--- config.mk ---
export PLATFORM = sky130hd
export DESIGN_NAME = pito_writeback
export DESIGN_NICKNAME = d
export VERILOG_FILES = /design/src/hw/rv32_isa_pkg.sv /design/src/hw/pito_core_pkg.sv /design/src/hw/pito_writeback.sv
export SDC_FILE = /design/constraint.sdc
export NUM_CORES = 1
export LEC_CHECK = 0
export ABC_AREA = 1
export BUFFER_PORTS_ARGS = -buffer_cell sky130_fd_sc_hd__buf_2
export CORE_AREA = 2 2 100 102
export DETAILED_ROUTE_END_ITERATION = 16
export DIE_AREA = 0 0 102 104
export PLACE_DENSITY_LB_ADDON = 0.3
export REMOVE_ABC_BUFFERS = 1
export SKIP_LAST_GASP = 1
export SLEW_MARGIN = 20
export SYNTH_ARGS = -nofsm -noshare
export SYNTH_HDL_FRONTEND = slang
export SYNTH_SLANG_ARGS = --single-unit
--- constraint.sdc ---
create_clock -name clk -period 2.8 [get_ports clk]
set_input_delay 0.56 -clock clk [delete_from_list [all_inputs] [get_ports clk]]
set_output_delay 0.56 -clock clk [all_outputs]
set_load 0.005 [all_outputs]
--- src/hw/rv32_isa_pkg.sv ---
package rv32_isa_pkg;

    // ========================================
    // base widths
    // ========================================
    localparam int XLEN = 32;

    typedef logic [XLEN-1:0] data_t;
    typedef logic [4:0]      reg_addr_t;

    // major opcodes kept by this core
    localparam logic [6:0] OPC_OP     = 7'b0110011;
    localparam logic [6:0] OPC_OP_IMM = 7'b0010011;
    localparam logic [6:0] OPC_LUI    = 7'b0110111;
    localparam logic [6:0] OPC_BRANCH = 7'b1100011;
    localparam logic [6:0] OPC_JAL    = 7'b1101111;

    // ========================================
    // instruction word, two field layouts
    // ========================================
    typedef struct packed {
        logic [6:0] funct7;
        reg_addr_t  rs2;
        reg_addr_t  rs1;
        logic [2:0] funct3;
        reg_addr_t  rd;
        logic [6:0] opcode;
    } r_view_t;

    typedef struct packed {
        logic [11:0] imm;
        reg_addr_t   rs1;
        logic [2:0]  funct3;
        reg_addr_t   rd;
        logic [6:0]  opcode;
    } i_view_t;

    typedef union packed {
        r_view_t r_view;
        i_view_t i_view;
    } instr_u;

    typedef enum logic [3:0] {
        ALU_ADD, ALU_SUB, ALU_AND, ALU_OR, ALU_XOR,
        ALU_SLL, ALU_SRL, ALU_SRA, ALU_SLT, ALU_SLTU
    } alu_op_t;

    typedef enum logic [2:0] {
        BR_EQ, BR_NE, BR_LT, BR_GE, BR_LTU, BR_GEU
    } br_kind_t;

endpackage

--- src/hw/pito_core_pkg.sv ---
package pito_core_pkg;

    // ========================================
    // barrel scheduling
    // ========================================
    // up to 8 harts, index always carried at full width
    localparam int HART_ID_W       = 3;
    localparam int HART_BASE_SHIFT = 12;
    // word index width of the io write record
    localparam int IMEM_WR_ADDR_W  = 13;

    typedef logic [HART_ID_W-1:0] hart_id_t;
    typedef logic [31:0]          pc_t;

    // ========================================
    // stage records
    // ========================================
    // decode -> execute, operand values travel separately
    typedef struct packed {
        hart_id_t               hart;
        pc_t                    pc;
        rv32_isa_pkg::alu_op_t  alu_op;
        rv32_isa_pkg::br_kind_t br_kind;
        rv32_isa_pkg::reg_addr_t rd;
        logic                   rd_wen;
        logic                   use_imm;
        logic                   is_branch;
        logic                   is_jal;
        logic                   is_lui;
        rv32_isa_pkg::data_t    imm;
    } dec_op_t;

    // execute -> write
    typedef struct packed {
        hart_id_t                hart;
        pc_t                     pc;
        rv32_isa_pkg::reg_addr_t rd;
        logic                    rd_wen;
        rv32_isa_pkg::data_t     result;
        logic                    redirect;
        pc_t                     target;
    } ex_res_t;

    // io side instruction write strobe
    typedef struct packed {
        logic                      en;
        logic [IMEM_WR_ADDR_W-1:0] addr;
        rv32_isa_pkg::data_t       data;
    } imem_wr_t;

    // observable retirement
    typedef struct packed {
        logic                    valid;
        hart_id_t                hart;
        pc_t                     pc;
        logic                    rd_wen;
        rv32_isa_pkg::reg_addr_t rd;
        rv32_isa_pkg::data_t     rd_data;
    } retire_t;

endpackage

--- src/hw/pito_writeback.sv ---
`timescale 1ns/1ps

module pito_writeback (
    input  logic                    clk,
    input  logic                    pito_io_rst_n,
    input  logic                    ex_valid,
    input  pito_core_pkg::ex_res_t  ex_res,
    output logic                    wen,
    output pito_core_pkg::hart_id_t w_hart,
    output rv32_isa_pkg::reg_addr_t wa,
    output rv32_isa_pkg::data_t     wd,
    output logic                    pc_upd_en,
    output pito_core_pkg::hart_id_t pc_upd_hart,
    output pito_core_pkg::pc_t      pc_upd_val,
    output pito_core_pkg::retire_t  retire
);

    // ========================================
    // register write
    // ========================================
    assign wen    = ex_valid && ex_res.rd_wen;
    assign w_hart = ex_res.hart;
    assign wa     = ex_res.rd;
    assign wd     = ex_res.result;

    // next pc back to fetch, every valid slot
    assign pc_upd_en   = ex_valid;
    assign pc_upd_hart = ex_res.hart;
    assign pc_upd_val  = ex_res.redirect ? ex_res.target : ex_res.pc + 32'd4;

    // ========================================
    // retire record
    // ========================================
    always_ff @(posedge clk) begin
        retire.hart    <= ex_res.hart;
        retire.pc      <= ex_res.pc;
        retire.rd_wen  <= ex_res.rd_wen;
        retire.rd      <= ex_res.rd;
        retire.rd_data <= ex_res.result;
        if (!pito_io_rst_n) begin
            retire.valid <= 1'b0;
        end else begin
            retire.valid <= ex_valid;
        end
    end

    // redirect targets must land on a word boundary
    a_target_aligned: assert property (@(posedge clk) disable iff (!pito_io_rst_n)
        ex_valid && ex_res.redirect |-> ex_res.target[1:0] == 2'b00);

endmodule

# Word level (Yosys, flattened, before mapping)

Index checks and enable logic that the tools add are counted.

Input port bits: 109
Word-level logic and storage cells: 9
Output and inout port bits: 151
Flip-flop bits (word level): 74

Add/sub/neg operators: 1
Mux-type cells: 1
Reduce and logical (&&, ||, !) cells: 1

Operators with widths:

| cell                  | number |
|---|---|
| $add 32x3->32 const B | 1 |
| $mux 32               | 1 |
| $logic_and 1x1->1     | 1 |

# Depth between registers and ports, before layout

Word-level depth: 2
Gate-level depth with buffers: 9
Gate-level depth less buffers: 9

# Least setup slack after synthesis

OpenSTA, ideal clock, no wires.

Kind: input to output
From: input port ex_res[73] (netlist name)
To: output port pc_upd_val[14]
Arrival: 1.427 ns
Cell stages on the path: 8
Setup slack: 0.813 ns
Path through: ha_1 > nand2_2 > nor2_4 > nand2_4 > nor2_2 > or2_2 > nand3_1 > nand2_1

Word-level cells in the longest chain between the ends: 2

Ends and longest elaborated chain:

| item            | line                 | RTL |
|---|---|---|
| start, declared | pito_writeback.sv:7  | `input pito_core_pkg::ex_res_t ex_res,` |
| $add 32x3->32   | pito_writeback.sv:29 | `assign pc_upd_val = ex_res.redirect ? ex_res.target : ex_res.pc + 32'd4;` |
| $mux 32         | pito_writeback.sv:29 |  |
| end, declared   | pito_writeback.sv:14 | `output pito_core_pkg::pc_t pc_upd_val,` |

Every way passes these cells.

# Final worst setup path

From: input port ex_res[73] (netlist name)
To: output port pc_upd_val[24]

Same word-level chain as after synthesis.

==> impl_metrics.yaml <==
timing:
  drv_slew: 0
  grt_setup_unrepaired: "false"
  relSlewSlack_pct: 62.1
  worst_pin_slew_ps: 567
  fin_setup_tns_ps: 0
  hold_viol_final: 0
  fmax_mhz: 422
  whs_ps: 319
  min_period_over_period_pct: 84.6
  setup_viol: 0
  fin_crit_ps: 2370
synth:
  synth_common_cells: "nand2_1 (138), dfxtp_1 (74), buf_4 (44), nor2_1 (40), nand3_1 (30)"
  yosysTopAreaCellShare_pct: 48.8
  synthArstFlopShare_pct: 0
  postSynthCellCount: 398
  synth_seq_cells: 74
  post-synth-top-area-cell: "dfxtp_1"
  yosysUniqueCellTypes: 21
  postSynthAreaPerCell_um2: 7.63
  synth_area_mm2: 0.00304
  seq_area_frac_synth_pct: 48.8
  ys.flop_type: "dfxtp_1"
  yosys_warnings: 0
  yosys-top-cells-area: "dfxtp_1 (49%), nand2_1 (17%), buf_4 (11%), nand3_1 (4.9%), nor2_1 (4.9%)"
  synth_most_common_cell: "nand2_1"
  synth_edf_count: 0
finish:
  post-route-util_pct: 45.9
  top_register: "retire"
  stdcell_count: 758
  drive_gt1_share_pct: 47.2
  final_design_area_no_fill_mm2: 0.00438
  diodes: 0
  area_delta_synth_final_pct: 44.2
  nets: 730
  filler_cell_count: 1032
  reg.largest.list: "retire: 74 flops"
  largest_register_ffs: 74
placed_design:
  placed_cell_area_mm2: 0.00416
  numPortBuffers: 259
  gp_congestion: 0.800
  dp_cells: 742
  dp_hpwl_um: 8530
route:
  drtIter0Drc: 99
  wl_um: 10400
  drt-vias-per-instance: 4.16
  vias: 3157
  drc: 0
  firstDrtPassIters: 5
  ant_nets: 0
  routedWlPerCell_um: 13.7
worst_setup_path:
  critPathLaunchType: "input port"
  worstPathMaxFanout: 6
  worstPathRequired_ps: 2240
  critical_path_class: "in2out"
  cp.arrival_ps: 1810
  setup.worst_path.end_class: "output pin"
grt:
  grt_usage_pct: 18.5
  grt_overflow: 0
  grt_max_degree: 41
  antenna_found_initial: 0
  grt_pass1_vias: 2844
  grt_pass1_wl_um: 14800
clock_tree:
  clock_sinks: 74
  cts_hold_buffers: 0
  clk_path_buf_depth: 2
  post_cts_buffers: 0
  cts_made_buffers: 9
  ctsResizeCount: 0
  cts_max_level: 3
  root_buffer: "clkbuf_8"
  worst_setup_hold_path_clk_slew_ps: 80
  cts_tree: "built"
pwr:
  p_per_area_mw_per_mm2: 551
  vdd_drop_max_uv: 244
  p_leak_nw: 2.42
hold_path:
  min_path_type: "in2reg"
  holdPathStages: 1
die:
  coreArea_mm2: 0.00955
  placementRows: 36
  die_x_um: 102
  dieArea_mm2: 0.0106
  die_y_um: 104
  start_util_pct: 31.8
  io_pins: 260
flow_run:
  maxCapViolCount: 0
outcome:
  status: "completed"
==> critical path, stage by stage <==
cell and delay (ps):
buf_2 120, ha_1 180, nand2_2 80, nor2_4 180, nand2_2 90, nor2_2 210, nand2_1 80, nand2_1 60
nand3_1 70, nand2_1 60, buf_2 100
==> through the flow <==
stage               setup WS, ps  power, mW
floorplan                    805       1.24
global placement             430       1.51
detailed placement           396       1.51
CTS                          398       2.44
global route                 290       2.53
finish                       430       2.41
==> layer usage <==
metal | global-route usage (%) | part of all wire [%] | vias to the layer above
met1 | 20.0 | 40 | 1385
met5 | 0 | 0 | -
met2 | 33.0 | 50 | 145
li1 | - | - | 1612
met4 | 6.57 | 2.0 | 0
met3 | 5.98 | 8.5 | 15
==> worst paths after layout <==
| kind | start | end | slack, ps |
|---|---|---|---|
| max | ex_res[73] | pc_upd_val[24] | 430 |
| min | ex_res[67] | retire[33] | 320 |
==> cell families after synthesis <==
kind of cell,share of synthesized area [%]
adders and majority gates,0.412
xor gates and xnor gates,0.865
DFF,48.8
AOI/OAI and AO/OA,2.35
and+or+nand+nor,32.6
buffers and inverters,15.0
==> placed cells by master (no fill, tap or decap) <==
cell type  instances
a21oi_1            4
inv_6              2
buf_4              3
o21ai_0            9
nor2_2             3
inv_2              1
buf_2            259
ha_1               1
clkinv_2           2
xor2_1             3
nor2_1            40
nand2_2            4
a31oi_1            1
nand3_1           30
nand2_1          138
and2_1             3
or2_0              1
nor2_4             7
inv_1             25
dfxtp_1           74
nand2_4            1
or2_2              2
bufinv_16          2
clkbuf_8           9
clkbuf_1           1
==> power breakdown <==
| part | total (mW) | switching, mW | internal, mW |
|---|---|---|---|
| sequential | 1.12 | 0.0118 | 1.11 |
| combinational | 0.362 | 0.191 | 0.172 |
| clock | 0.930 | 0.424 | 0.506 |
==> cell type report <==
class / count / area, µm² / share of cell area (%)
clock buffers: 10 / 128 / 2.91
clock inverters: 6 / 87.6 / 2.00
inverters: 26 / 97.6 / 2.23
multi-input cells: 247 / 1100 / 25.1
flip-flops and latches: 74 / 1480 / 33.8
well taps: 133 / 166 / 3.80
repair buffers: 262 / 1320 / 30.1
No activity file was read; power rests on OpenSTA's default activity.
