File: config.mk
export PLATFORM = sky130hd
export DESIGN_NAME = pito_decode
export DESIGN_NICKNAME = d
export VERILOG_FILES = /design/src/hw/rv32_isa_pkg.sv /design/src/hw/pito_core_pkg.sv /design/src/hw/pito_decode.sv
export SDC_FILE = /design/constraint.sdc
export NUM_CORES = 1
export LEC_CHECK = 0
export ABC_AREA = 0
export BUFFER_PORTS_ARGS = -buffer_cell sky130_fd_sc_hd__buf_2
export CAP_MARGIN = 10
export CORE_ASPECT_RATIO = 1.2
export CORE_MARGIN = 1.5
export CORE_UTILIZATION = 36
export CTS_CLUSTER_SIZE = 16
export DETAILED_ROUTE_END_ITERATION = 7
export GPL_TIMING_DRIVEN = 0
export PLACE_DENSITY = 0.74
export SLEW_MARGIN = 40
export SYNTH_ARGS = -nofsm -noshare
export SYNTH_HDL_FRONTEND = slang
export SYNTH_SLANG_ARGS = --single-unit
File: constraint.sdc
create_clock -name clk -period 1.2 [get_ports clk]
set_clock_uncertainty 0.05 [all_clocks]
set_input_delay 0.06 -clock clk [delete_from_list [all_inputs] [get_ports clk]]
set_output_delay 0.06 -clock clk [all_outputs]
set_load 0.005 [all_outputs]
File: src/hw/rv32_isa_pkg.sv
package rv32_isa_pkg;

    // ========================================
    // base widths
    // ========================================
    localparam int XLEN = 32;

    typedef logic [XLEN-1:0] data_t;
    typedef logic [4:0]      reg_addr_t;

    // major opcodes kept by this core
    localparam logic [6:0] OPC_OP     = 7'b0110011;
    localparam logic [6:0] OPC_OP_IMM = 7'b0010011;
    localparam logic [6:0] OPC_LUI    = 7'b0110111;
    localparam logic [6:0] OPC_BRANCH = 7'b1100011;
    localparam logic [6:0] OPC_JAL    = 7'b1101111;

    // ========================================
    // instruction word, two field layouts
    // ========================================
    typedef struct packed {
        logic [6:0] funct7;
        reg_addr_t  rs2;
        reg_addr_t  rs1;
        logic [2:0] funct3;
        reg_addr_t  rd;
        logic [6:0] opcode;
    } r_view_t;

    typedef struct packed {
        logic [11:0] imm;
        reg_addr_t   rs1;
        logic [2:0]  funct3;
        reg_addr_t   rd;
        logic [6:0]  opcode;
    } i_view_t;

    typedef union packed {
        r_view_t r_view;
        i_view_t i_view;
    } instr_u;

    typedef enum logic [3:0] {
        ALU_ADD, ALU_SUB, ALU_AND, ALU_OR, ALU_XOR,
        ALU_SLL, ALU_SRL, ALU_SRA, ALU_SLT, ALU_SLTU
    } alu_op_t;

    typedef enum logic [2:0] {
        BR_EQ, BR_NE, BR_LT, BR_GE, BR_LTU, BR_GEU
    } br_kind_t;

endpackage

File: src/hw/pito_core_pkg.sv
package pito_core_pkg;

    // ========================================
    // barrel scheduling
    // ========================================
    // up to 8 harts, index always carried at full width
    localparam int HART_ID_W       = 3;
    localparam int HART_BASE_SHIFT = 12;
    // word index width of the io write record
    localparam int IMEM_WR_ADDR_W  = 13;

    typedef logic [HART_ID_W-1:0] hart_id_t;
    typedef logic [31:0]          pc_t;

    // ========================================
    // stage records
    // ========================================
    // decode -> execute, operand values travel separately
    typedef struct packed {
        hart_id_t               hart;
        pc_t                    pc;
        rv32_isa_pkg::alu_op_t  alu_op;
        rv32_isa_pkg::br_kind_t br_kind;
        rv32_isa_pkg::reg_addr_t rd;
        logic                   rd_wen;
        logic                   use_imm;
        logic                   is_branch;
        logic                   is_jal;
        logic                   is_lui;
        rv32_isa_pkg::data_t    imm;
    } dec_op_t;

    // execute -> write
    typedef struct packed {
        hart_id_t                hart;
        pc_t                     pc;
        rv32_isa_pkg::reg_addr_t rd;
        logic                    rd_wen;
        rv32_isa_pkg::data_t     result;
        logic                    redirect;
        pc_t                     target;
    } ex_res_t;

    // io side instruction write strobe
    typedef struct packed {
        logic                      en;
        logic [IMEM_WR_ADDR_W-1:0] addr;
        rv32_isa_pkg::data_t       data;
    } imem_wr_t;

    // observable retirement
    typedef struct packed {
        logic                    valid;
        hart_id_t                hart;
        pc_t                     pc;
        logic                    rd_wen;
        rv32_isa_pkg::reg_addr_t rd;
        rv32_isa_pkg::data_t     rd_data;
    } retire_t;

endpackage

File: src/hw/pito_decode.sv
`timescale 1ns/1ps

module pito_decode (
    input  logic                        clk,
    input  logic                        pito_io_rst_n,
    input  logic                        fet_valid,
    input  pito_core_pkg::hart_id_t     fet_hart,
    input  pito_core_pkg::pc_t          fet_pc,
    input  rv32_isa_pkg::instr_u        fet_instr,
    output rv32_isa_pkg::reg_addr_t     ra1,
    output rv32_isa_pkg::reg_addr_t     ra2,
    output logic                        dec_valid,
    output pito_core_pkg::dec_op_t      dec_op
);

    rv32_isa_pkg::r_view_t  r;
    pito_core_pkg::dec_op_t dec_c;
    logic                   legal;
    logic                   alt;

    assign r = fet_instr.r_view;

    // register file addresses go out straight from the word
    assign ra1 = r.rs1;
    assign ra2 = r.rs2;

    // ========================================
    // field classification
    // ========================================
    always_comb begin
        dec_c      = '0;
        dec_c.hart = fet_hart;
        dec_c.pc   = fet_pc;
        dec_c.rd   = r.rd;
        legal      = 1'b0;
        // funct7 bit 5 picks sub / sra, only for the shift form on OP_IMM
        alt        = r.funct7[5] && (r.opcode == rv32_isa_pkg::OPC_OP || r.funct3 == 3'b101);

        case (r.funct3)
            3'b000:  dec_c.alu_op = alt ? rv32_isa_pkg::ALU_SUB : rv32_isa_pkg::ALU_ADD;
            3'b001:  dec_c.alu_op = rv32_isa_pkg::ALU_SLL;
            3'b010:  dec_c.alu_op = rv32_isa_pkg::ALU_SLT;
            3'b011:  dec_c.alu_op = rv32_isa_pkg::ALU_SLTU;
            3'b100:  dec_c.alu_op = rv32_isa_pkg::ALU_XOR;
            3'b101:  dec_c.alu_op = alt ? rv32_isa_pkg::ALU_SRA : rv32_isa_pkg::ALU_SRL;
            3'b110:  dec_c.alu_op = rv32_isa_pkg::ALU_OR;
            default: dec_c.alu_op = rv32_isa_pkg::ALU_AND;
        endcase

        case (r.funct3)
            3'b000:  dec_c.br_kind = rv32_isa_pkg::BR_EQ;
            3'b001:  dec_c.br_kind = rv32_isa_pkg::BR_NE;
            3'b100:  dec_c.br_kind = rv32_isa_pkg::BR_LT;
            3'b101:  dec_c.br_kind = rv32_isa_pkg::BR_GE;
            3'b110:  dec_c.br_kind = rv32_isa_pkg::BR_LTU;
            default: dec_c.br_kind = rv32_isa_pkg::BR_GEU;
        endcase

        case (r.opcode)
            rv32_isa_pkg::OPC_OP: begin
                // only sub and sra use the alternate funct7
                legal = (r.funct7 == 7'h00) ||
                        (r.funct7 == 7'h20 && (r.funct3 == 3'b000 || r.funct3 == 3'b101));
            end
            rv32_isa_pkg::OPC_OP_IMM: begin
                dec_c.use_imm = 1'b1;
                dec_c.imm     = {{20{fet_instr.i_view.imm[11]}}, fet_instr.i_view.imm};
                // shift immediates carry a funct7 field
                legal = (r.funct3 == 3'b001) ? (r.funct7 == 7'h00) :
                        (r.funct3 == 3'b101) ? (r.funct7 == 7'h00 || r.funct7 == 7'h20) : 1'b1;
            end
            rv32_isa_pkg::OPC_LUI: begin
                dec_c.is_lui = 1'b1;
                dec_c.imm    = {r.funct7, r.rs2, r.rs1, r.funct3, 12'b0};
                legal        = 1'b1;
            end
            rv32_isa_pkg::OPC_BRANCH: begin
                // funct3 010 and 011 are unused
                dec_c.is_branch = (r.funct3[2:1] != 2'b01);
                dec_c.imm = {{19{r.funct7[6]}}, r.funct7[6], r.rd[0], r.funct7[5:0],
                             r.rd[4:1], 1'b0};
            end
            rv32_isa_pkg::OPC_JAL: begin
                dec_c.is_jal = 1'b1;
                dec_c.imm = {{11{r.funct7[6]}}, r.funct7[6], r.rs1, r.funct3, r.rs2[0],
                             r.funct7[5:0], r.rs2[4:1], 1'b0};
                legal     = 1'b1;
            end
            default: begin
                // anything else retires as a no-op
                legal = 1'b0;
            end
        endcase

        // x0 is never written
        dec_c.rd_wen = legal && (r.rd != 5'd0);
    end

    // ========================================
    // decode register
    // ========================================
    always_ff @(posedge clk) begin
        dec_op <= dec_c;
        if (!pito_io_rst_n) begin
            dec_valid <= 1'b0;
        end else begin
            dec_valid <= fet_valid;
        end
    end

endmodule

# --- Word level (Yosys, flattened, before mapping) ---
# Cells that the tools add are included.
classes:
  reduce_logical: 11
  eq_ne: 13
  mux: 11
ops:
  columns: ["op", "n"]
  rows:
  - ["32-bit case mux with 4 select lines", 1]
  - ["4-bit case mux with 7 select lines", 1]
  - ["7-bit by 6-bit equality test with 1-bit output, second input constant", 3]
  - ["3-bit case mux with 5 select lines", 1]
  - ["7-bit equality test, second input constant", 2]
  - ["3-bit equality test, second input constant", 3]
  - ["7-bit by 5-bit equality test with 1-bit output, second input constant", 1]
  - ["7-bit zero test", 1]
  - ["1-bit two-way mux", 7]
  - ["3-bit by 2-bit equality test with 1-bit output, second input constant", 2]
  - ["5-bit nonzero test", 1]
  - ["1-bit logical OR", 4]
  - ["3-bit by 1-bit equality test with 1-bit output, second input constant", 1]
  - ["1-bit logical AND", 3]
  - ["3-bit zero test", 1]
  - ["1-bit case mux with 3 select lines", 1]
  - ["2-bit by 1-bit != test with 1-bit output, second input constant", 1]
  - ["2-bit OR reduction", 1]
totals:
  ff_bits: 85
  out_inout_bits: 95

# --- Longest topological paths before layout ---
# Gate-level depths: netlist of run 1.
logic_depth:
  word_depth: 6
  mapped_depth: 5

# --- Worst setup path after synthesis of run 1 ---
# OpenSTA, ideal clock, no wires.
synth_path:
  path_type: "input to register"
  from: "in fet_instr[26] (netlist bit)"
  to: "reg dec_op[36] (netlist bit)"
  t_required_ns: 1.080
  n_path_buf: 0
  path_slack_ns: 0.051
  path_stages: 4
  t_arrival_ns: 1.029
  cell_sequence: "or4_4 -> a2111oi_0 -> o21ai_0 -> a21oi_1"
synth_lines:
  columns: ["item", "line_no", "rtl"]
  rows:
  - ["start: declaration", "pito_decode.sv:9", "input rv32_isa_pkg::instr_u fet_instr,"]
  - ["end signal: assignment", "pito_decode.sv:103", "dec_op <= dec_c;"]
  - ["end: declaration", "pito_decode.sv:13", "output pito_core_pkg::dec_op_t dec_op"]

# --- Final worst setup path of run 1 ---
layout_path:
  from: "in fet_valid"
  to: "reg dec_valid"
layout_lines:
  columns: ["item", "line_no", "rtl"]
  rows:
  - ["start: declaration", "pito_decode.sv:6", "input logic fet_valid,"]
  - ["end signal: assignment", "pito_decode.sv:107", "dec_valid <= fet_valid;"]
  - ["end: declaration", "pito_decode.sv:12", "output logic dec_valid,"]
# No word-level cell between the ends.

==> impl_results.md, run 1 <==
- Least-Margin Pin Slew: 0.599 ns
- Logic pwr share: 10.0%
- Final core occ: approximately 65%
- CP startpoint kind: input port
- I/O Buffers: around 160
- Ys async rst share: 0%
- Worst Path Buf+Inv: 3
- VDD IR max: about 740 µV
- RSZ-0062 raised after global routing: no
- Chip height: around 92 µm
- Final worst setup slack: between 0.02 and 0.025 ns
- Placed Area: 3300 µm²
- Die Area: 7120 µm²
- Leakage Power: 2.21 nW
- CP most frequent cell: dlygate4sd3_1
- CTS tree: done
- Clock Tree Buf Depth: 2
- CP Capture Type: flop
- Max_cap viols: 0
- Clk sinks: 85
- Crit-path leading delay family: buffers and inverters
- Pint: around 0.0043 W
- Num CTS Buffers: 9
- Synth Flop Type: dfxtp_1
- Rows: 32
- Slowest cell on crit path: dlygate4sd3_1
- First-pass GRT wire length: approximately 12000 µm
- Setup bufs post-CTS: 0
- Layout cell share with drive strength beyond 1: a little under half
- Number of global-route vias before repair: about 2300
- Inst Count DP: 431
- Crit path time final: roughly 1.2 ns
- Post-Syn Instances: 184
- Grt ovf: 0
- Die width: around 77 µm
- H-tree lvl count: 3
- Largest net degree at the start of global routing: 17
- DR pass1 iterations: 4
- Drt wl/cell: around 14 µm
- F_max: between 800 and 900 MHz
- Hold slack: -0.0407 ns
- Max_slew headroom: between 60% and 70%
- Synth Net Count: around 250
- Root Buffer: clkbuf_8
- Data required time at the worst endpoint: approximately 1.4 ns
- Initial antenna violation count: 2
- Clock network power share: between 30% and 40%
- Via density: around 4.3
- CTS clk-pin slew, worst paths: about 0.090 ns
- Sequential share of power: about 53%
- P_sw: 0.00131 W
- Area grow syn2layout: 74.6%
- Detailed Place HPWL: approximately 4700 µm
- Number of routed nets with antenna violations: 0
- I/O pins: 165
- Post-synth EDFFs: 0
- Distinct cells, synth: 41
- DP Worst Slack: -0.297 ns
- Final Cell Area: 4160 µm²
- Final Max Tran Viols: 0
- Biggest cell delay along the critical path: roughly 0.54 ns
- Fin cells: between 500 and 600
- DRC: 0
- Min-delay src: fet_instr[12]
- Hold Path End: dec_op[47]$_DFF_P_
- Crit path cell chain: dlygate4sd3_1 -> buf_2 -> and2_1 -> dlygate4sd3_1
- Via count: between 2000 and 2500
- Synthesis warning total: 0
- Initial Util: 37.2%
- Layout net count: approximately 490
- Post-Syn Area: between 2000 and 2500 µm²
- Register area share after synthesis: a little under three quarters
- Drt first-iter violations: 49
- Final hold violations: 1
- Drt total wl: about 7300 µm
- Crit Path Class: in -> reg
- PwrDens: 1340 nW/µm²
- Sw Ratio: 23.6%
- Hold Path Class: in -> reg
- # setup viols final: 0
- CP arrival: 1.37 ns
- Core ar.: 6410 µm²
- Hold Path Depth: 3
- Yosys reg bits: 85
- Fin crit share: a little over nine tenths
- Failing checks: negative hold slack
- Fin Setup TNS: 0 ns
- Status: finished with violations
- Gr usage total: 21.5%
- Avg Cell Area, Syn: 13.0 µm²
- Critical Path Fanout Max: 1
- RD Place Congestion: about 0.7
==> flip-flops by register name, summed over array words and instances (netlist names) <==
signal,cells
dec_valid,1
dec_op,84
==> placed cells by master (no fill, tap or decap), drive strengths merged, types with 2 or more instances in the layout <==
cell type / Yosys / layout
nor3: 3 / 3
dlygate4sd3: 0 / 64
clkinvlp: 0 / 2
o21ai: 3 / 3
clkbuf: 2 / 11
or3b: 2 / 2
a21o: 19 / 19
nor2: 8 / 8
dfxtp: 85 / 85
a22o: 4 / 4
or4: 2 / 2
nand3b: 4 / 4
inv: 4 / 6
buf: 14 / 176
or2b: 2 / 2
and2: 8 / 8
diode: 0 / 2
clkinv: 0 / 2
nand2: 3 / 3
a21oi: 4 / 4
nand3: 2 / 2
==> cells by family after synthesis <==
family                    after synthesis  synth area share, %
DFF                                    85                 71.4
buffers and inverters                  20                 5.62
xor gates and xnor gates                1                0.368
and+or+nand+nor                        40                 10.7
AOI/OAI and AO/OA                      38                 11.9
==> power groups by stage <==
stage / registers [W] / logic (W) / clock network, W
final: 0.00294 / 0.000556 / 0.00207
after global routing: 0.00295 / 0.000603 / 0.00223
after CTS: 0.00294 / 0.000549 / 0.00210
after detailed placement: 0.00301 / 0.000380 / 0
after global placement: 0.00300 / 0.000374 / 0
after floorplan: 0.00303 / 0.0000973 / 0
==> through the flow <==
stage / hold slack (ns) / total power [W]
6_report: -0.0407 / 0.00557
4_1_cts: 0.0197 / 0.00559
5_1_grt: 0.00513 / 0.00578
3_5_place_dp: 0.114 / 0.00339
2_1_floorplan: 0.0377 / 0.00312
3_3_place_gp: 0.112 / 0.00338
==> tightest hold or removal path, cell delays in order <==
cell	delay, ns
clkbuf_2	0.12
inv_1	0.08
a21oi_1	0.06
==> worst max path at each step <==
stage / endpoint / slack [ns] / startpoint / depth (start not counted)
2_1_floorplan: dec_op[36]$_DFF_P_ / 0.05 / fet_instr[26] / 4
3_3_place_gp: dec_op[6]$_DFF_P_ / -0.28 / fet_instr[3] / 6
3_5_place_dp: dec_op[6]$_DFF_P_ / -0.30 / fet_instr[3] / 6
4_1_cts: dec_op[36]$_DFF_P_ / 0.0005 / fet_instr[8] / 5
5_1_grt: dec_op[36]$_DFF_P_ / 0.01 / fet_instr[8] / 5
6_report: dec_valid$_SDFF_PN0_ / 0.02 / fet_valid / 4
==> repair_timing <==
item / CTS / global route
setup endpoints to repair: 0 / 2
gates resized for setup: 0 / 3
hold buffers: 65 / 0
hold endpoints to repair: 80 / 0
==> final cells by class <==
class | instances | area, µm²
fillers | 494 | 2240
inverters | 4 | 15.0
multi-input cells | 79 | 557
flip-flops and latches | 85 | 1700
repair buffers | 226 | 1450
well taps | 85 | 106
clock buffers | 9 | 124
clock inverters | 7 | 82.6
diodes | 2 | 5.00
plain buffers | 16 | 119
==> Yosys cell counts (2+ instances only) <==
cell | number | area share (%)
a21o_1 | 18 | 5.7
a21oi_1 | 2 | 0.42
a21oi_2 | 2 | 0.74
a22o_1 | 4 | 1.5
and2_1 | 7 | 1.8
buf_4 | 11 | 3.5
buf_6 | 2 | 0.94
dfxtp_1 | 85 | 71
inv_1 | 4 | 0.63
nand2_1 | 3 | 0.47
nand3_1 | 2 | 0.42
nand3b_1 | 4 | 1.3
nor2_1 | 7 | 1.1
nor3_1 | 3 | 0.63
o21ai_0 | 3 | 0.63
or2b_1 | 2 | 0.63
==> layer usage <==
metal | GRT usage (%) | up-vias | wire length [µm]
li1 | - | 1090 | -
met1 | 23.2 | 998 | 2890
met2 | 38.7 | 115 | 3750
met3 | 6.27 | 11 | 557
met4 | 8.94 | 0 | 136
met5 | 0 | - | 0
(Power assumes the default switching activity.)
==> run 2: changes to the inputs <==
--- a/config.mk
+++ b/config.mk
@@ -10,11 +10,11 @@
 export CAP_MARGIN = 10
 export CORE_ASPECT_RATIO = 1.2
 export CORE_MARGIN = 1.5
-export CORE_UTILIZATION = 36
+export CORE_UTILIZATION = 40
 export CTS_CLUSTER_SIZE = 16
 export DETAILED_ROUTE_END_ITERATION = 7
 export GPL_TIMING_DRIVEN = 0
-export PLACE_DENSITY = 0.74
+export PLACE_DENSITY = 0.78
 export SLEW_MARGIN = 40
 export SYNTH_ARGS = -nofsm -noshare
 export SYNTH_HDL_FRONTEND = slang
==> constraint.sdc (replaced) <==
create_clock -name clk -period 1.55 [get_ports clk]
set_clock_uncertainty 0.05 [all_clocks]
set_input_delay 0.0775 -clock clk [delete_from_list [all_inputs] [get_ports clk]]
set_output_delay 0.0775 -clock clk [all_outputs]
set_load 0.005 [all_outputs]
==> run 2 against run 1 <==
  * The flow now finishes without violations
  * Global-route usage grew 4.6 points
  * Worst hold slack gained 0.099 ns
  * Via count grew 4.0%
  * Non-clock buffer count shrank 1
  * Clock power shrank 26%
  * Core utilization grew 7.2 points
  * Largest cell class unchanged
==> impl_results.md, run 2 (same netlist as run 1, synthesis figures left out) <==
- Layout cell share with drive strength beyond 1: between 40% and 50%
- Drt first-iter violations: 130
- CP arrival: approximately 1.7 ns
- Clock Tree Buf Depth: 2
- End point of the critical path: dec_op[36]$_DFF_P_
- Number of routed nets with antenna violations: 0
- Fin crit share: between 90% and 100%
- Die Area: between 6000 and 7000 µm²
- Max reg flops: 84
- Hold Path Class: in -> reg
- RSZ-0062 raised after global routing: no
- # setup viols final: 0
- Crit Path Class: in -> reg
- Crit path cell chain: dlygate4sd3_1 -> buf_2 -> or4_4 -> a2111oi_1 -> o21ai_0 -> a21oi_1
- PwrDens: around 1000 nW/µm²
- Rows: 30
- Commonest non-fill, non-tap cell in the layout: buf_2
- Core ar.: 5710 µm²
- Layout net count: 490
- CP startpoint kind: input port
- Slowest cell on crit path: dlygate4sd3_1
- Biggest register: dec_op
- Most frequent cells in the layout: buf_2, dfxtp_1, dlygate4sd3_1
- Die width: about 73 µm
- Biggest cell delay along the critical path: 0.54 ns
- I/O Buffers: around 160
- Least-Margin Pin Slew: slightly above 0.6 ns
- Initial Util: roughly two fifths
- Largest regs: dec_op (84), dec_valid (1)
- Largest net degree at the start of global routing: 17
- Status: finished clean
- Gr usage total: between 20% and 30%
- Via density: about 4.6
- Num CTS Buffers: 9
- Area grow syn2layout: 72.8%
- Multi-input gate area: ~550 µm²
- Drt wl/cell: between 15 and 20 µm
- Crit path time final: 1.48 ns
- F_max: 676 MHz
- Setup bufs post-CTS: 0
- Final core occ: 72.2%
- Crit path from: fet_instr[29]
- Final worst setup slack: between 0.07 and 0.08 ns
- I/O pins: 165
- Fin cells: roughly 500
- Critical Path Fanout Max: 3
- Chip height: about 90 µm
- Final Max Tran Viols: 0
- Initial antenna violation count: 0
- Grt ovf: 0
- RD Place Congestion: between 0.7 and 0.8
- Detailed Place HPWL: 5100 µm
- Diodes inserted: 0
- CTS tree: done
- FILL cells: 405
- Root Buffer: clkbuf_8
- Inst Count DP: about 430
- Leakage Power: roughly 2.2 nW
- First-pass GRT wire length: ~12000 µm
- VDD IR max: between 600 and 700 µV
- Fin Setup TNS: 0 ns
- Max_slew headroom: 59.8%
- Via count: ~2300
- Drt total wl: approximately 8400 µm
- DRC: 0
- DR pass1 iterations: 4
- H-tree lvl count: 3
- CTS clk-pin slew, worst paths: around 0.090 ns
- Number of global-route vias before repair: ~2400
- Clk sinks: 85
- Final hold violations: 0
- Max_cap viols: 0
- FF+latch area: between 1500 and 2000 µm²
- Data required time at the worst endpoint: 1.78 ns
- DP Worst Slack: between 0.04 and 0.05 ns
- CP Capture Type: flop
## run 2: cell types whose count changed in the layout (fill, tap and decap cells not counted)
cell,change
clkbuf_8,+1
clkinvlp_4,-1
nor2_1,+1
bufinv_16,-1
nor2_2,-1
a2111oi_1,+1
a2111oi_2,-1
inv_6,+1
dlygate4sd3_1,-1
diode_2,-2
## run 2: final cells by class
cell class	instances	area share, %
timing repair buffer	225	35.0
inverter	4	0.365
clock buffer	10	3.34
sequential	85	41.3
buffer	16	2.89
clock inverter	6	1.31
multi-input combinational	79	13.3
tap	80	2.43
## run 2: how the worst min path moves through the flow
stage / startpoint / endpoint / slack [ns] / depth (start not counted)
floorplan: fet_instr[7] / dec_op[37]$_DFF_P_ / 0.06 / 0
global placement: fet_pc[22] / dec_op[71]$_DFF_P_ / 0.13 / 1
detailed placement: fet_pc[16] / dec_op[65]$_DFF_P_ / 0.13 / 1
CTS: fet_instr[3] / dec_op[33]$_DFF_P_ / 0.04 / 3
global route: fet_instr[3] / dec_op[33]$_DFF_P_ / 0.06 / 3
finish: fet_instr[3] / dec_op[33]$_DFF_P_ / 0.06 / 3
## run 2: per-stage QoR
stage	area, µm²	power, W	hold WS, ns
floorplan	2380	0.00242	0.0552
global placement	3290	0.00261	0.130
detailed placement	3290	0.00262	0.131
CTS	4120	0.00422	0.0431
global route	4120	0.00442	0.0649
finish	4120	0.00425	0.0587
## run 2: power by group
part	switching (W)	internal, W
clock	0.000877	0.000655
sequential	0.0000227	0.00226
combinational	0.000171	0.000267
## run 2: timing repair
item                       4_1_cts  5_1_grt
setup endpoints to repair        0        1
hold endpoints to repair        81        0
hold buffers                    63        0
resized for setup                0        1
## run 2: layer usage
layer / wire length [µm] / GRT usage [%]
met1: 3120 / 26.9
met2: 4210 / 46.3
met3: 838 / 10.8
met4: 218 / 10.4
met5: 5 / 0
## run 2: critical path, delay by kind of cell
kind	cells	cell delay, ns
AND/OR/NAND/NOR	1	0.42
AO/OA/AOI/OAI	3	0.53
buffers and inverters	2	0.68
