<file path="src/hw/rv32_isa_pkg.sv">
package rv32_isa_pkg;

    // ========================================
    // base widths
    // ========================================
    localparam int XLEN = 32;

    typedef logic [XLEN-1:0] data_t;
    typedef logic [4:0]      reg_addr_t;

    // major opcodes kept by this core
    localparam logic [6:0] OPC_OP     = 7'b0110011;
    localparam logic [6:0] OPC_OP_IMM = 7'b0010011;
    localparam logic [6:0] OPC_LUI    = 7'b0110111;
    localparam logic [6:0] OPC_BRANCH = 7'b1100011;
    localparam logic [6:0] OPC_JAL    = 7'b1101111;

    // ========================================
    // instruction word, two field layouts
    // ========================================
    typedef struct packed {
        logic [6:0] funct7;
        reg_addr_t  rs2;
        reg_addr_t  rs1;
        logic [2:0] funct3;
        reg_addr_t  rd;
        logic [6:0] opcode;
    } r_view_t;

    typedef struct packed {
        logic [11:0] imm;
        reg_addr_t   rs1;
        logic [2:0]  funct3;
        reg_addr_t   rd;
        logic [6:0]  opcode;
    } i_view_t;

    typedef union packed {
        r_view_t r_view;
        i_view_t i_view;
    } instr_u;

    typedef enum logic [3:0] {
        ALU_ADD, ALU_SUB, ALU_AND, ALU_OR, ALU_XOR,
        ALU_SLL, ALU_SRL, ALU_SRA, ALU_SLT, ALU_SLTU
    } alu_op_t;

    typedef enum logic [2:0] {
        BR_EQ, BR_NE, BR_LT, BR_GE, BR_LTU, BR_GEU
    } br_kind_t;

endpackage

</file>
<file path="src/hw/pito_core_pkg.sv">
package pito_core_pkg;

    // ========================================
    // barrel scheduling
    // ========================================
    // up to 8 harts, index always carried at full width
    localparam int HART_ID_W       = 3;
    localparam int HART_BASE_SHIFT = 12;
    // word index width of the io write record
    localparam int IMEM_WR_ADDR_W  = 13;

    typedef logic [HART_ID_W-1:0] hart_id_t;
    typedef logic [31:0]          pc_t;

    // ========================================
    // stage records
    // ========================================
    // decode -> execute, operand values travel separately
    typedef struct packed {
        hart_id_t               hart;
        pc_t                    pc;
        rv32_isa_pkg::alu_op_t  alu_op;
        rv32_isa_pkg::br_kind_t br_kind;
        rv32_isa_pkg::reg_addr_t rd;
        logic                   rd_wen;
        logic                   use_imm;
        logic                   is_branch;
        logic                   is_jal;
        logic                   is_lui;
        rv32_isa_pkg::data_t    imm;
    } dec_op_t;

    // execute -> write
    typedef struct packed {
        hart_id_t                hart;
        pc_t                     pc;
        rv32_isa_pkg::reg_addr_t rd;
        logic                    rd_wen;
        rv32_isa_pkg::data_t     result;
        logic                    redirect;
        pc_t                     target;
    } ex_res_t;

    // io side instruction write strobe
    typedef struct packed {
        logic                      en;
        logic [IMEM_WR_ADDR_W-1:0] addr;
        rv32_isa_pkg::data_t       data;
    } imem_wr_t;

    // observable retirement
    typedef struct packed {
        logic                    valid;
        hart_id_t                hart;
        pc_t                     pc;
        logic                    rd_wen;
        rv32_isa_pkg::reg_addr_t rd;
        rv32_isa_pkg::data_t     rd_data;
    } retire_t;

endpackage

</file>
<file path="src/hw/pito_execute.sv">
`timescale 1ns/1ps

module pito_execute (
    input  logic                   clk,
    input  logic                   pito_io_rst_n,
    input  logic                   dec_valid,
    input  pito_core_pkg::dec_op_t dec_op,
    input  rv32_isa_pkg::data_t    rd1,
    input  rv32_isa_pkg::data_t    rd2,
    output logic                   ex_valid,
    output pito_core_pkg::ex_res_t ex_res
);

    rv32_isa_pkg::data_t rs1_q;
    rv32_isa_pkg::data_t rs2_q;
    rv32_isa_pkg::data_t op_b;
    rv32_isa_pkg::data_t alu;
    logic [4:0]          shamt;
    logic                cond;
    logic                taken;

    // operands captured alongside the decode register
    always_ff @(posedge clk) begin
        rs1_q <= rd1;
        rs2_q <= rd2;
    end

    // ========================================
    // alu
    // ========================================
    assign op_b  = dec_op.use_imm ? dec_op.imm : rs2_q;
    assign shamt = op_b[4:0];

    always_comb begin
        case (dec_op.alu_op)
            rv32_isa_pkg::ALU_SUB:  alu = rs1_q - op_b;
            rv32_isa_pkg::ALU_AND:  alu = rs1_q & op_b;
            rv32_isa_pkg::ALU_OR:   alu = rs1_q | op_b;
            rv32_isa_pkg::ALU_XOR:  alu = rs1_q ^ op_b;
            rv32_isa_pkg::ALU_SLL:  alu = rs1_q << shamt;
            rv32_isa_pkg::ALU_SRL:  alu = rs1_q >> shamt;
            rv32_isa_pkg::ALU_SRA:  alu = rv32_isa_pkg::data_t'($signed(rs1_q) >>> shamt);
            rv32_isa_pkg::ALU_SLT:  alu = rv32_isa_pkg::data_t'($signed(rs1_q) < $signed(op_b));
            rv32_isa_pkg::ALU_SLTU: alu = rv32_isa_pkg::data_t'(rs1_q < op_b);
            default:                alu = rs1_q + op_b;
        endcase
    end

    // branch compare, always register against register
    always_comb begin
        case (dec_op.br_kind)
            rv32_isa_pkg::BR_NE:  cond = rs1_q != rs2_q;
            rv32_isa_pkg::BR_LT:  cond = $signed(rs1_q) < $signed(rs2_q);
            rv32_isa_pkg::BR_GE:  cond = $signed(rs1_q) >= $signed(rs2_q);
            rv32_isa_pkg::BR_LTU: cond = rs1_q < rs2_q;
            rv32_isa_pkg::BR_GEU: cond = rs1_q >= rs2_q;
            default:              cond = rs1_q == rs2_q;
        endcase
    end

    assign taken = dec_op.is_branch && cond;

    // ========================================
    // result register
    // ========================================
    always_ff @(posedge clk) begin
        ex_res.hart     <= dec_op.hart;
        ex_res.pc       <= dec_op.pc;
        ex_res.rd       <= dec_op.rd;
        ex_res.rd_wen   <= dec_op.rd_wen;
        // link value for jal, upper immediate for lui
        ex_res.result   <= dec_op.is_jal ? dec_op.pc + 32'd4 :
                           dec_op.is_lui ? dec_op.imm : alu;
        ex_res.redirect <= dec_op.is_jal || taken;
        ex_res.target   <= dec_op.pc + dec_op.imm;
        if (!pito_io_rst_n) begin
            ex_valid <= 1'b0;
        end else begin
            ex_valid <= dec_valid;
        end
    end

endmodule

</file>
<file path="config.mk">
export PLATFORM = sky130hd
export DESIGN_NAME = pito_execute
export DESIGN_NICKNAME = d
export VERILOG_FILES = /design/src/hw/rv32_isa_pkg.sv /design/src/hw/pito_core_pkg.sv /design/src/hw/pito_execute.sv
export SDC_FILE = /design/constraint.sdc
export NUM_CORES = 1
export LEC_CHECK = 0
export BUFFER_PORTS_ARGS = -buffer_cell sky130_fd_sc_hd__buf_2
export CORE_MARGIN = 10
export CORE_UTILIZATION = 52
export DETAILED_ROUTE_END_ITERATION = 8
export PLACE_DENSITY = 0.84
export SYNTH_ARGS = -nofsm -noshare
export SYNTH_HDL_FRONTEND = slang
export SYNTH_SLANG_ARGS = --single-unit
</file>
<file path="constraint.sdc">
create_clock -name clk -period 5 [get_ports clk]
set_clock_uncertainty 0.05 [all_clocks]
set_input_delay 0.5 -clock clk [delete_from_list [all_inputs] [get_ports clk]]
set_output_delay 0.5 -clock clk [all_outputs]
set_load 0.005 [all_outputs]
</file>
# Word level (Yosys, flattened, before mapping)
# Cells that the tools add are included.
[word_totals] reg_bits=171 inputBits=151 elab_cells=49
[classes] addsub=4 n_lt_le_gt_ge=6 eq_ne=16 shifts=3 mux=5 bitwise_logic=3 n_reduce_logical=2
[op_table] cell="32-bit one-hot mux with 9 select lines" n=1
[op_table] cell="32-bit less-than comparator" n=4
[op_table] cell="32-bit 2-to-1 mux" n=3
[op_table] cell="32-bit adder" n=2
[op_table] cell="32-bit >= comparator" n=2
[op_table] cell="32-bit by 3-bit adder with 32-bit output (second input constant)" n=1
[op_table] cell="32-bit bitwise AND" n=1
[op_table] cell="32-bit equality test" n=1
[op_table] cell="32-bit inequality test" n=1
[op_table] cell="32-bit OR" n=1
[op_table] cell="32-bit by 5-bit << shifter with 32-bit output" n=1
[op_table] cell="32-bit by 5-bit right shift with 32-bit output" n=1
[op_table] cell="32-bit by 5-bit >>> shifter with 32-bit output" n=1
[op_table] cell="32-bit subtractor" n=1
[op_table] cell="32-bit bitwise XOR" n=1
[op_table] cell="4-bit by 3-bit equality test with 1-bit output (second input constant)" n=4
[op_table] cell="4-bit by 2-bit equality test with 1-bit output (second input constant)" n=2
[op_table] cell="4-bit equality test (second input constant)" n=2
[op_table] cell="3-bit by 2-bit equality test with 1-bit output (second input constant)" n=2
[op_table] cell="3-bit equality test (second input constant)" n=2
[op_table] cell="1-bit one-hot mux with 5 select lines" n=1
[op_table] cell="4-bit by 1-bit equality test with 1-bit output (second input constant)" n=1
[op_table] cell="3-bit by 1-bit equality test with 1-bit output (second input constant)" n=1
[op_table] cell="1-bit logical AND" n=1
[op_table] cell="1-bit logical OR" n=1

# Logic depth before layout (Yosys ltp)
# Gate-level depths: netlist (run 1).
[logic_depth] ltp_word=5 mapped_depth=19

# Worst setup path before layout (run 1)
# Ideal clock, no wire load.
[synth_path] path_kind="input port to flip-flop" startpoint="input dec_op[35] (netlist bit)" endpoint="register ex_res[62] (netlist bit)" setup_ns=0.074 arrival_time_ns=4.084 required_ns=4.876 setup_slack_ns=0.791 stages=16 path_buffers=5 cell_sequence="buf_6 mux2i_4 buf_4 buf_2 buf_2 buf_2 ha_1 o21ai_0 o21ai_0 a31oi_1 o211ai_1 a211oi_2 o31ai_1 o2bb2ai_1 or4b_1 a31oi_1"
[synth_via] elab_chain_len=5 word_cells_on_any_way=12 classes_between="add/sub (2); shift (3); mux (4); bitwise (3)"
[synth_rtl] element="from (decl)" line_no="pito_execute.sv:7" source="input pito_core_pkg::dec_op_t dec_op,"
[synth_rtl] element="32-bit 2-to-1 mux *" line_no="pito_execute.sv:31" source="assign op_b = dec_op.use_imm ? dec_op.imm : rs2_q;"
[synth_rtl] element="32-bit adder (tied with other cells)" line_no="pito_execute.sv:45" source="default: alu = rs1_q + op_b;"
[synth_rtl] element="32-bit one-hot mux with 9 select lines *" line_no="pito_execute.sv:35" source="case (dec_op.alu_op)"
[synth_rtl] element="32-bit 2-to-1 mux *" line_no="pito_execute.sv:73" source="dec_op.is_lui ? dec_op.imm : alu;"
[synth_rtl] element="32-bit 2-to-1 mux *" line_no="pito_execute.sv:72" source="ex_res.result <= dec_op.is_jal ? dec_op.pc + 32'd4 :"
[synth_rtl] element="to (decl)" line_no="pito_execute.sv:11" source="output pito_core_pkg::ex_res_t ex_res"
# Every way passes the cells marked *; elsewhere a longest branch is shown, timed or not.
# A chain may end at the register's enable or synchronous reset.

# Worst setup path after layout (run 1)
[layout_path] startpoint="register rs1_q[4]" endpoint="register ex_res[59] (netlist bit)"
[layout_via] elab_chain_len=4 word_cells_on_any_way=8 classes_between="add/sub (2); shift (3); mux (3)"
[layout_rtl] element="from (decl)" line_no="pito_execute.sv:14" source="rv32_isa_pkg::data_t rs1_q;"
[layout_rtl] element="from (signal assigned)" line_no="pito_execute.sv:24" source="rs1_q <= rd1;"
[layout_rtl] element="32-bit adder (tied with other cells)" line_no="pito_execute.sv:45"
[layout_rtl] element="32-bit one-hot mux with 9 select lines *" line_no="pito_execute.sv:35"
[layout_rtl] element="32-bit 2-to-1 mux *" line_no="pito_execute.sv:73"
[layout_rtl] element="32-bit 2-to-1 mux *" line_no="pito_execute.sv:72"
# Marks and branches as above.

==> results of run 1 <==
cells in the final DEF, fill, tap and decap left out, types with 10 or more instances in the layout:
| cell type | instances |
|---|---|
| and3_1 | 17 |
| o22ai_1 | 14 |
| a211oi_1 | 23 |
| o21bai_1 | 16 |
| a221oi_1 | 27 |
| o2111ai_1 | 10 |
| a21oi_1 | 180 |
| mux4_2 | 33 |
| nand2_1 | 225 |
| nor2_1 | 166 |
| dfxtp_1 | 171 |
| inv_1 | 148 |
| a31oi_1 | 27 |
| o211ai_1 | 25 |
| or3_1 | 13 |
| nand4_1 | 12 |
| ha_1 | 162 |
| nand2b_1 | 18 |
| buf_2 | 257 |
| mux2i_1 | 76 |
| o21a_1 | 41 |
| buf_4 | 69 |
| nor3_1 | 36 |
| nor2b_1 | 17 |
| o21ai_0 | 124 |
| xor2_1 | 23 |
| and2_1 | 10 |
| xnor2_1 | 49 |
| a2111oi_0 | 10 |
| nand3_1 | 50 |
| clkbuf_16 | 17 |
| a21o_1 | 47 |
| o221ai_1 | 27 |
| o31ai_1 | 15 |
| nor3b_1 | 17 |
power groups by stage:
| stage | combinational (mW) | sequential (mW) | clock, mW |
|---|---|---|---|
| after floorplan | 1.24 | 1.60 | 0 |
| after global placement | 1.96 | 1.60 | 0 |
| after detailed placement | 1.98 | 1.61 | 0 |
| after CTS | 1.99 | 1.58 | 1.40 |
| after global routing | 2.20 | 1.59 | 1.46 |
| final | 2.06 | 1.58 | 1.40 |
cells by family after synthesis:
| group | count (synthesis) | synth area share |
|---|---|---|
| XOR/XNOR | 72 | 0.03780 |
| adder cells (fa/ha/maj) | 165 | 0.1251 |
| multiplexers | 126 | 0.1115 |
| AND/OR/NAND/NOR | 628 | 0.1751 |
| buffers and inverters | 279 | 0.07095 |
| AO/OA/AOI/OAI | 689 | 0.2744 |
| flip-flops | 171 | 0.2052 |
final cells by class:
class	count	area share
Multi-Input combinational cell	1680	0.6363
Sequential cell	171	0.1798
Timing Repair Buffer	327	0.09583
Inverter	151	0.02991
Tap cell	402	0.02642
Clock buffer	18	0.02307
Clock inverter	14	0.008479
Antenna cell	1	0.0001315
state kept, by name (all words and copies together) (netlist names):
| signal | cells |
|---|---|
| rs1_q | 32 |
| rs2_q | 32 |
| ex_valid | 1 |
| ex_res | 106 |
final timing paths:
kind                   from          to  slack, ps
setup reg to reg   rs1_q[4]  ex_res[59]        920
hold reg to reg   rs2_q[30]  ex_res[32]        970
setup / recovery   rs1_q[4]  ex_res[59]        920
hold / removal      rd1[19]   rs1_q[19]         70
metal layers:
layer | part of all wire | vias up | global-route usage
li1 | - | 8257 | -
met1 | 0.39 | 8757 | 0.4604
met2 | 0.45 | 1264 | 0.5781
met3 | 0.11 | 199 | 0.07586
met4 | 0.053 | 0 | 0.1820
met5 | 0 | - | 0
critical path, stage by stage (launching register included):
cell and delay (ps):
dfxtp_1 670, inv_1 150, ha_1 430, or2_2 320, a211oi_1 390, o21a_1 260, a31oi_1 230, o2111ai_1 430
a31oi_1 170, xor2_1 170, a221oi_1 510, o21ai_0 160
==> metrics.md, run 1 <==
| Metric | Value |
|---|---|
| IO Pins | 258 |
| Clk slew on worst S/H paths | 80 ps |
| DRT iter0 DRCs | 2526 |
| Syn Nets | 2446 |
| Initial antenna violation count | 1 |
| WL per Instance | 27.10 um |
| Setup repair after global routing missed its margin | false |
| Total chip power | 5.038 mW |
| Largest cells by area after synthesis | dfxtp_1, ha_1, a21oi_1 |
| Post-route ant nets | 0 |
| Async SR Flop Fraction | 0 |
| Max IR drop VDD | 0.2580 mV |
| Status | finished clean |
| GRT Util Overall | 0.3645 |
| Highest Clock Rate | 245.0 MHz |
| Worst-margin pin slew | 1288 ps |
| PwrDens | 264.6 mW/mm^2 |
| Worst Reg-to-Reg Cells | 11 |
| First-pass GRT wire length | 110600 um |
| Postcts setup bufs | 0 |
| Clk pwr share | 0.278 |
| Fin. Hold Viols | 0 |
| Final setup violating endpoints | 0 |
| Layout Nets | 2664 |
| Startpoint Class | flip-flop |
| Register share of total power | 0.314 |
| Sequential Area | 0.003423 sq mm |
| Syn. warnings | 0 |
| PortBufs | 257 |
| Top cell type's share of synthesized area | 0.2052 |
| Worst slack, placed | 541.7 ps |
| Seq/Total Area, Yosys | 0.2052 |
| GR Overflow Total | 0 |
| Hold-fix buffers at CTS | 0 |
| DPL Wire Length | 57830 um |
| Root buf cell | clkbuf_16 |
| WS Path Type | reg2reg |
| Design area | 0.01904 sq mm |
| Final period utilization | 0.8164 |
| CTS Buf Count | 17 |
| CP Capture Type | flip-flop |
| Filler cells | 2874 |
| Critical Path RT | 5280 ps |
| Commonest cells in the netlist | nand2_1, a21oi_1, dfxtp_1 |
| Latest clock arrival within the worst-skew pair | 480 ps |
| Synth Cell Area | 0.01668 sq mm |
| Layout cells sized above 1 | 0.1842 |
| Placed Cells | 2731 |
| # clock sinks | 171 |
| Sum Neg Setup Slack | 0 ps |
| Area grow syn2layout | 14.11% |
| WHS Path Cells | 1 |
| Sw Ratio | 0.3965 |
| Area post-placement | 0.01843 sq mm |
| CTS max path bufs | 2 |
| Resize count post-CTS | 0 |
| Fin. max-slew vios | 0 |
| Gpl congestion | 1.061 |
| Via count | 18.48k |
| H-Tree Depth | 4 |
| Number of synthesized flops with an enable pin | 0 |
| # DRC | 0 |
| Die span in y | 199.1 um |
| Via density | 6.685 |
| Crit-path max FO | 11 |
| Crit path time final | 4082 ps |
| #FFs+latches synth | 171 |
| Data arrival, critical path | 4370 ps |
| DRT Wirelength | 74910 um |
| Most frequent cell after synthesis | nand2_1 |
| Max Cap Viol | 0 |
| Combinational power share | 0.408 |
| Net Switching | 1.998 mW |
| Static leakage | 8.710 nW |
| Slew HR | 0.1333 |
| Hold_ws | 67.71 ps |
| Die Footprint | 0.03964 sq mm |
| Rows | 65 |
| Synthesized area per cell | 7.832 sq um |
| Cell variety after synth | 93 |
| Largest net degree at the start of global routing | 68 |
| Synth area leader | dfxtp_1 |
| Die Span X | 199.1 um |
| Starting Density | 0.5273 |
| Hold Crit Class | in2reg |
| Number of global-route vias before repair | 17.49k |
| Post-Layout Cell Count | 2764 |
| Int Power | 3.040 mW |
| TritonCTS clock tree | built |
| Final WS setup | 918.0 ps |
| Core Area | 0.03164 sq mm |
| Multi-input gate area | 0.01211 sq mm |
| Most common flop cell mapped by yosys | dfxtp_1 |
| Final Util | 0.6017 |
| Drt first pass iters | 5 |
| Synthesized instance count | 2130 |
Note: power is estimated with default switching activity, not from simulation.
==> run 2: changes to the inputs <==
==> constraint.sdc (replaced) <==
create_clock -name clk -period 4 [get_ports clk]
set_clock_uncertainty 0.05 [all_clocks]
set_input_delay 0.4 -clock clk [delete_from_list [all_inputs] [get_ports clk]]
set_output_delay 0.4 -clock clk [all_outputs]
set_load 0.005 [all_outputs]
==> metrics.md, run 2 (synthesized netlist as in run 1, its figures left out) <==
| Metric | Value |
|---|---|
| Most frequent cells in the layout | buf_2, nand2_1, buf_4 |
| Latest clock arrival within the worst-skew pair | 480 ps (about the same) |
| Gpl congestion | 1.030 (-3.0%) |
| Multi-input gate area | 0.01211 sq mm (about the same) |
| # DRC | 0 (unchanged) |
| WS Path Type | reg2reg |
| Die Footprint | 0.03964 sq mm (unchanged) |
| Via count | 19.81k (+7.2%) |
| Root buf cell | clkbuf_16 |
| Fin. max-slew vios | 0 (unchanged) |
| CTS Buf Count | 17 (unchanged) |
| Layout Nets | 2850 (+7.0%) |
| Crit path time final | 3739 ps (-343.1 ps) |
| Starting Density | 0.5273 (unchanged) |
| Area grow syn2layout | 23.49% |
| Setup repair after global routing missed its margin | false |
| WHS Path Cells | 1 (unchanged) |
| Filler cells | 2632 (-8.4%) |
| WL per Instance | 27.99 um (+3.3%) |
| Hold Crit Class | in2reg |
| DRT Wirelength | 82540 um (+10%) |
| PortBufs | 257 (unchanged) |
| PwrDens | 316.4 mW/mm^2 (+20%) |
| DPL Wire Length | 61910 um (+7.1%) |
| Worst-margin pin slew | 824.3 ps (-463.8 ps) |
| Fin. Hold Viols | 0 (unchanged) |
| CP Capture Type | flip-flop |
| RR Startpoint | rs2_q[1] |
| Highest Clock Rate | 267.5 MHz (+9.2%) |
| IO Pins | 258 (unchanged) |
| Final setup violating endpoints | 0 (unchanged) |
| Number of global-route vias before repair | 19.29k (+10%) |
| Drt first pass iters | 6 (+1) |
| Post-route ant nets | 0 (unchanged) |
| Reg2Reg Setup Slack | 260 ps (-660 ps) |
| Crit-path max FO | 7 (-4) |
| Status | finished clean |
| Largest regs | ex_res (106), rs1_q (32), rs2_q (32) |
| TritonCTS clock tree | built |
| Sequential Area | 0.003423 sq mm (unchanged) |
| Most common cell after layout, fill and taps aside | buf_2 |
| Critical Path RT | 4350 ps (-930 ps) |
| Die span in y | 199.1 um (unchanged) |
| Final Util | 0.6512 (+0.04948) |
| # clock sinks | 171 (unchanged) |
| GR Overflow Total | 0 (unchanged) |
| Worst Reg-to-Reg Cells | 11 (unchanged) |
| Hold Path Sink | rs2_q[22] |
| Hold_sp | rd2[22] |
| First-pass GRT wire length | 121800 um (+10%) |
| CTS max path bufs | 2 (unchanged) |
| Slew HR | 0.4447 (+0.3113) |
| Max reg flops | 106 (unchanged) |
| Data arrival, critical path | 4090 ps (-280 ps) |
| Via density | 6.717 (+0.48%) |
| Layout cells sized above 1 | 0.2152 (+0.03100) |
| Total chip power | 6.518 mW (+29%) |
| Largest net degree at the start of global routing | 76 (+12%) |
| Static leakage | 9.536 nW (+9.5%) |
| Worst r2r dst | ex_res[62] |
| H-Tree Depth | 4 (unchanged) |
| Max Cap Viol | 0 (unchanged) |
| GRT Util Overall | 0.4045 (+0.03994) |
| Max IR drop VDD | 0.3310 mV (+28%) |
| Clk slew on worst S/H paths | 80 ps (about the same) |
| Initial antenna violation count | 5 (+4) |
| Final period utilization | 0.9347 (+0.1183) |
| Die Span X | 199.1 um (unchanged) |
| Postcts setup bufs | 0 (unchanged) |
| Startpoint Class | flip-flop |
| DRT iter0 DRCs | 2579 (+2.1%) |
| Rows | 65 (unchanged) |
| Reg with most FFs | ex_res |
| Sum Neg Setup Slack | 0 ps (unchanged) |
| Core Area | 0.03164 sq mm (unchanged) |
[run 2: critical path, stage by stage, from the launching register on]
cell and delay (ps):
dfxtp_1 390, mux2i_4 330, ha_1 320, a211oi_1 360
o21ai_0 220, a31oi_2 340, o211ai_1 280, a211oi_2 380
o31ai_1 160, o2bb2ai_1 160, or4b_1 490, a31oi_1 170
[run 2: cell type report]
class	instances	share of cell area
Antenna cell	1	0.0001215
Clock buffer	19	0.02150
Clock inverter	12	0.005588
Inverter	151	0.02763
Multi-Input combinational cell	1680	0.5878
Sequential cell	171	0.1662
Tap cell	402	0.02442
Timing Repair Buffer	513	0.1668
[run 2: metrics by stage]
stage	cells	cell area (sq um)	worst slack (ps)	hold WS, ps
after floorplan	2130	16700	0.9521	377.7
after global placement	2846	19320	106.1	451.9
after detailed placement	2846	19320	10.94	453.6
after CTS	2947	20580	321.6	2.793
after global routing	2948	20600	68.19	9.269
final	2949	20600	261.1	4.074
[run 2: worst max-delay path by stage]
stage                    start    endpoint  slack, ps  cells after the start
CTS                   rs2_q[1]  ex_res[62]        320                     11
global route          rs2_q[0]  ex_res[38]         70                     11
floorplan           dec_op[35]  ex_res[62]          1                     15
global placement    dec_op[35]  ex_res[62]        110                     16
finish                rs2_q[1]  ex_res[62]        260                     11
detailed placement  dec_op[35]  ex_res[62]         10                     13
[run 2: repair_timing]
action                                  CTS  global route
resized for setup                         0             1
endpoints found under the setup margin    0             1
hold buffers                             70             1
endpoints found under the hold margin    70             1
[run 2: where the power goes]
group | switching, mW | total, mW | internal, mW
clock | 0.812 | 1.69 | 0.876
combinational | 1.71 | 2.86 | 1.15
sequential | 0.101 | 1.97 | 1.87
total | 2.62 | 6.52 | 3.89
[run 2: layer usage]
metal / GRT usage / routed length (um) / share of wire
met1: 0.4728 / 30110 / 0.36
met2: 0.6418 / 36770 / 0.45
met3: 0.1179 / 9678 / 0.12
met4: 0.2498 / 5937 / 0.072
met5: 0 / 46 / 0.00056
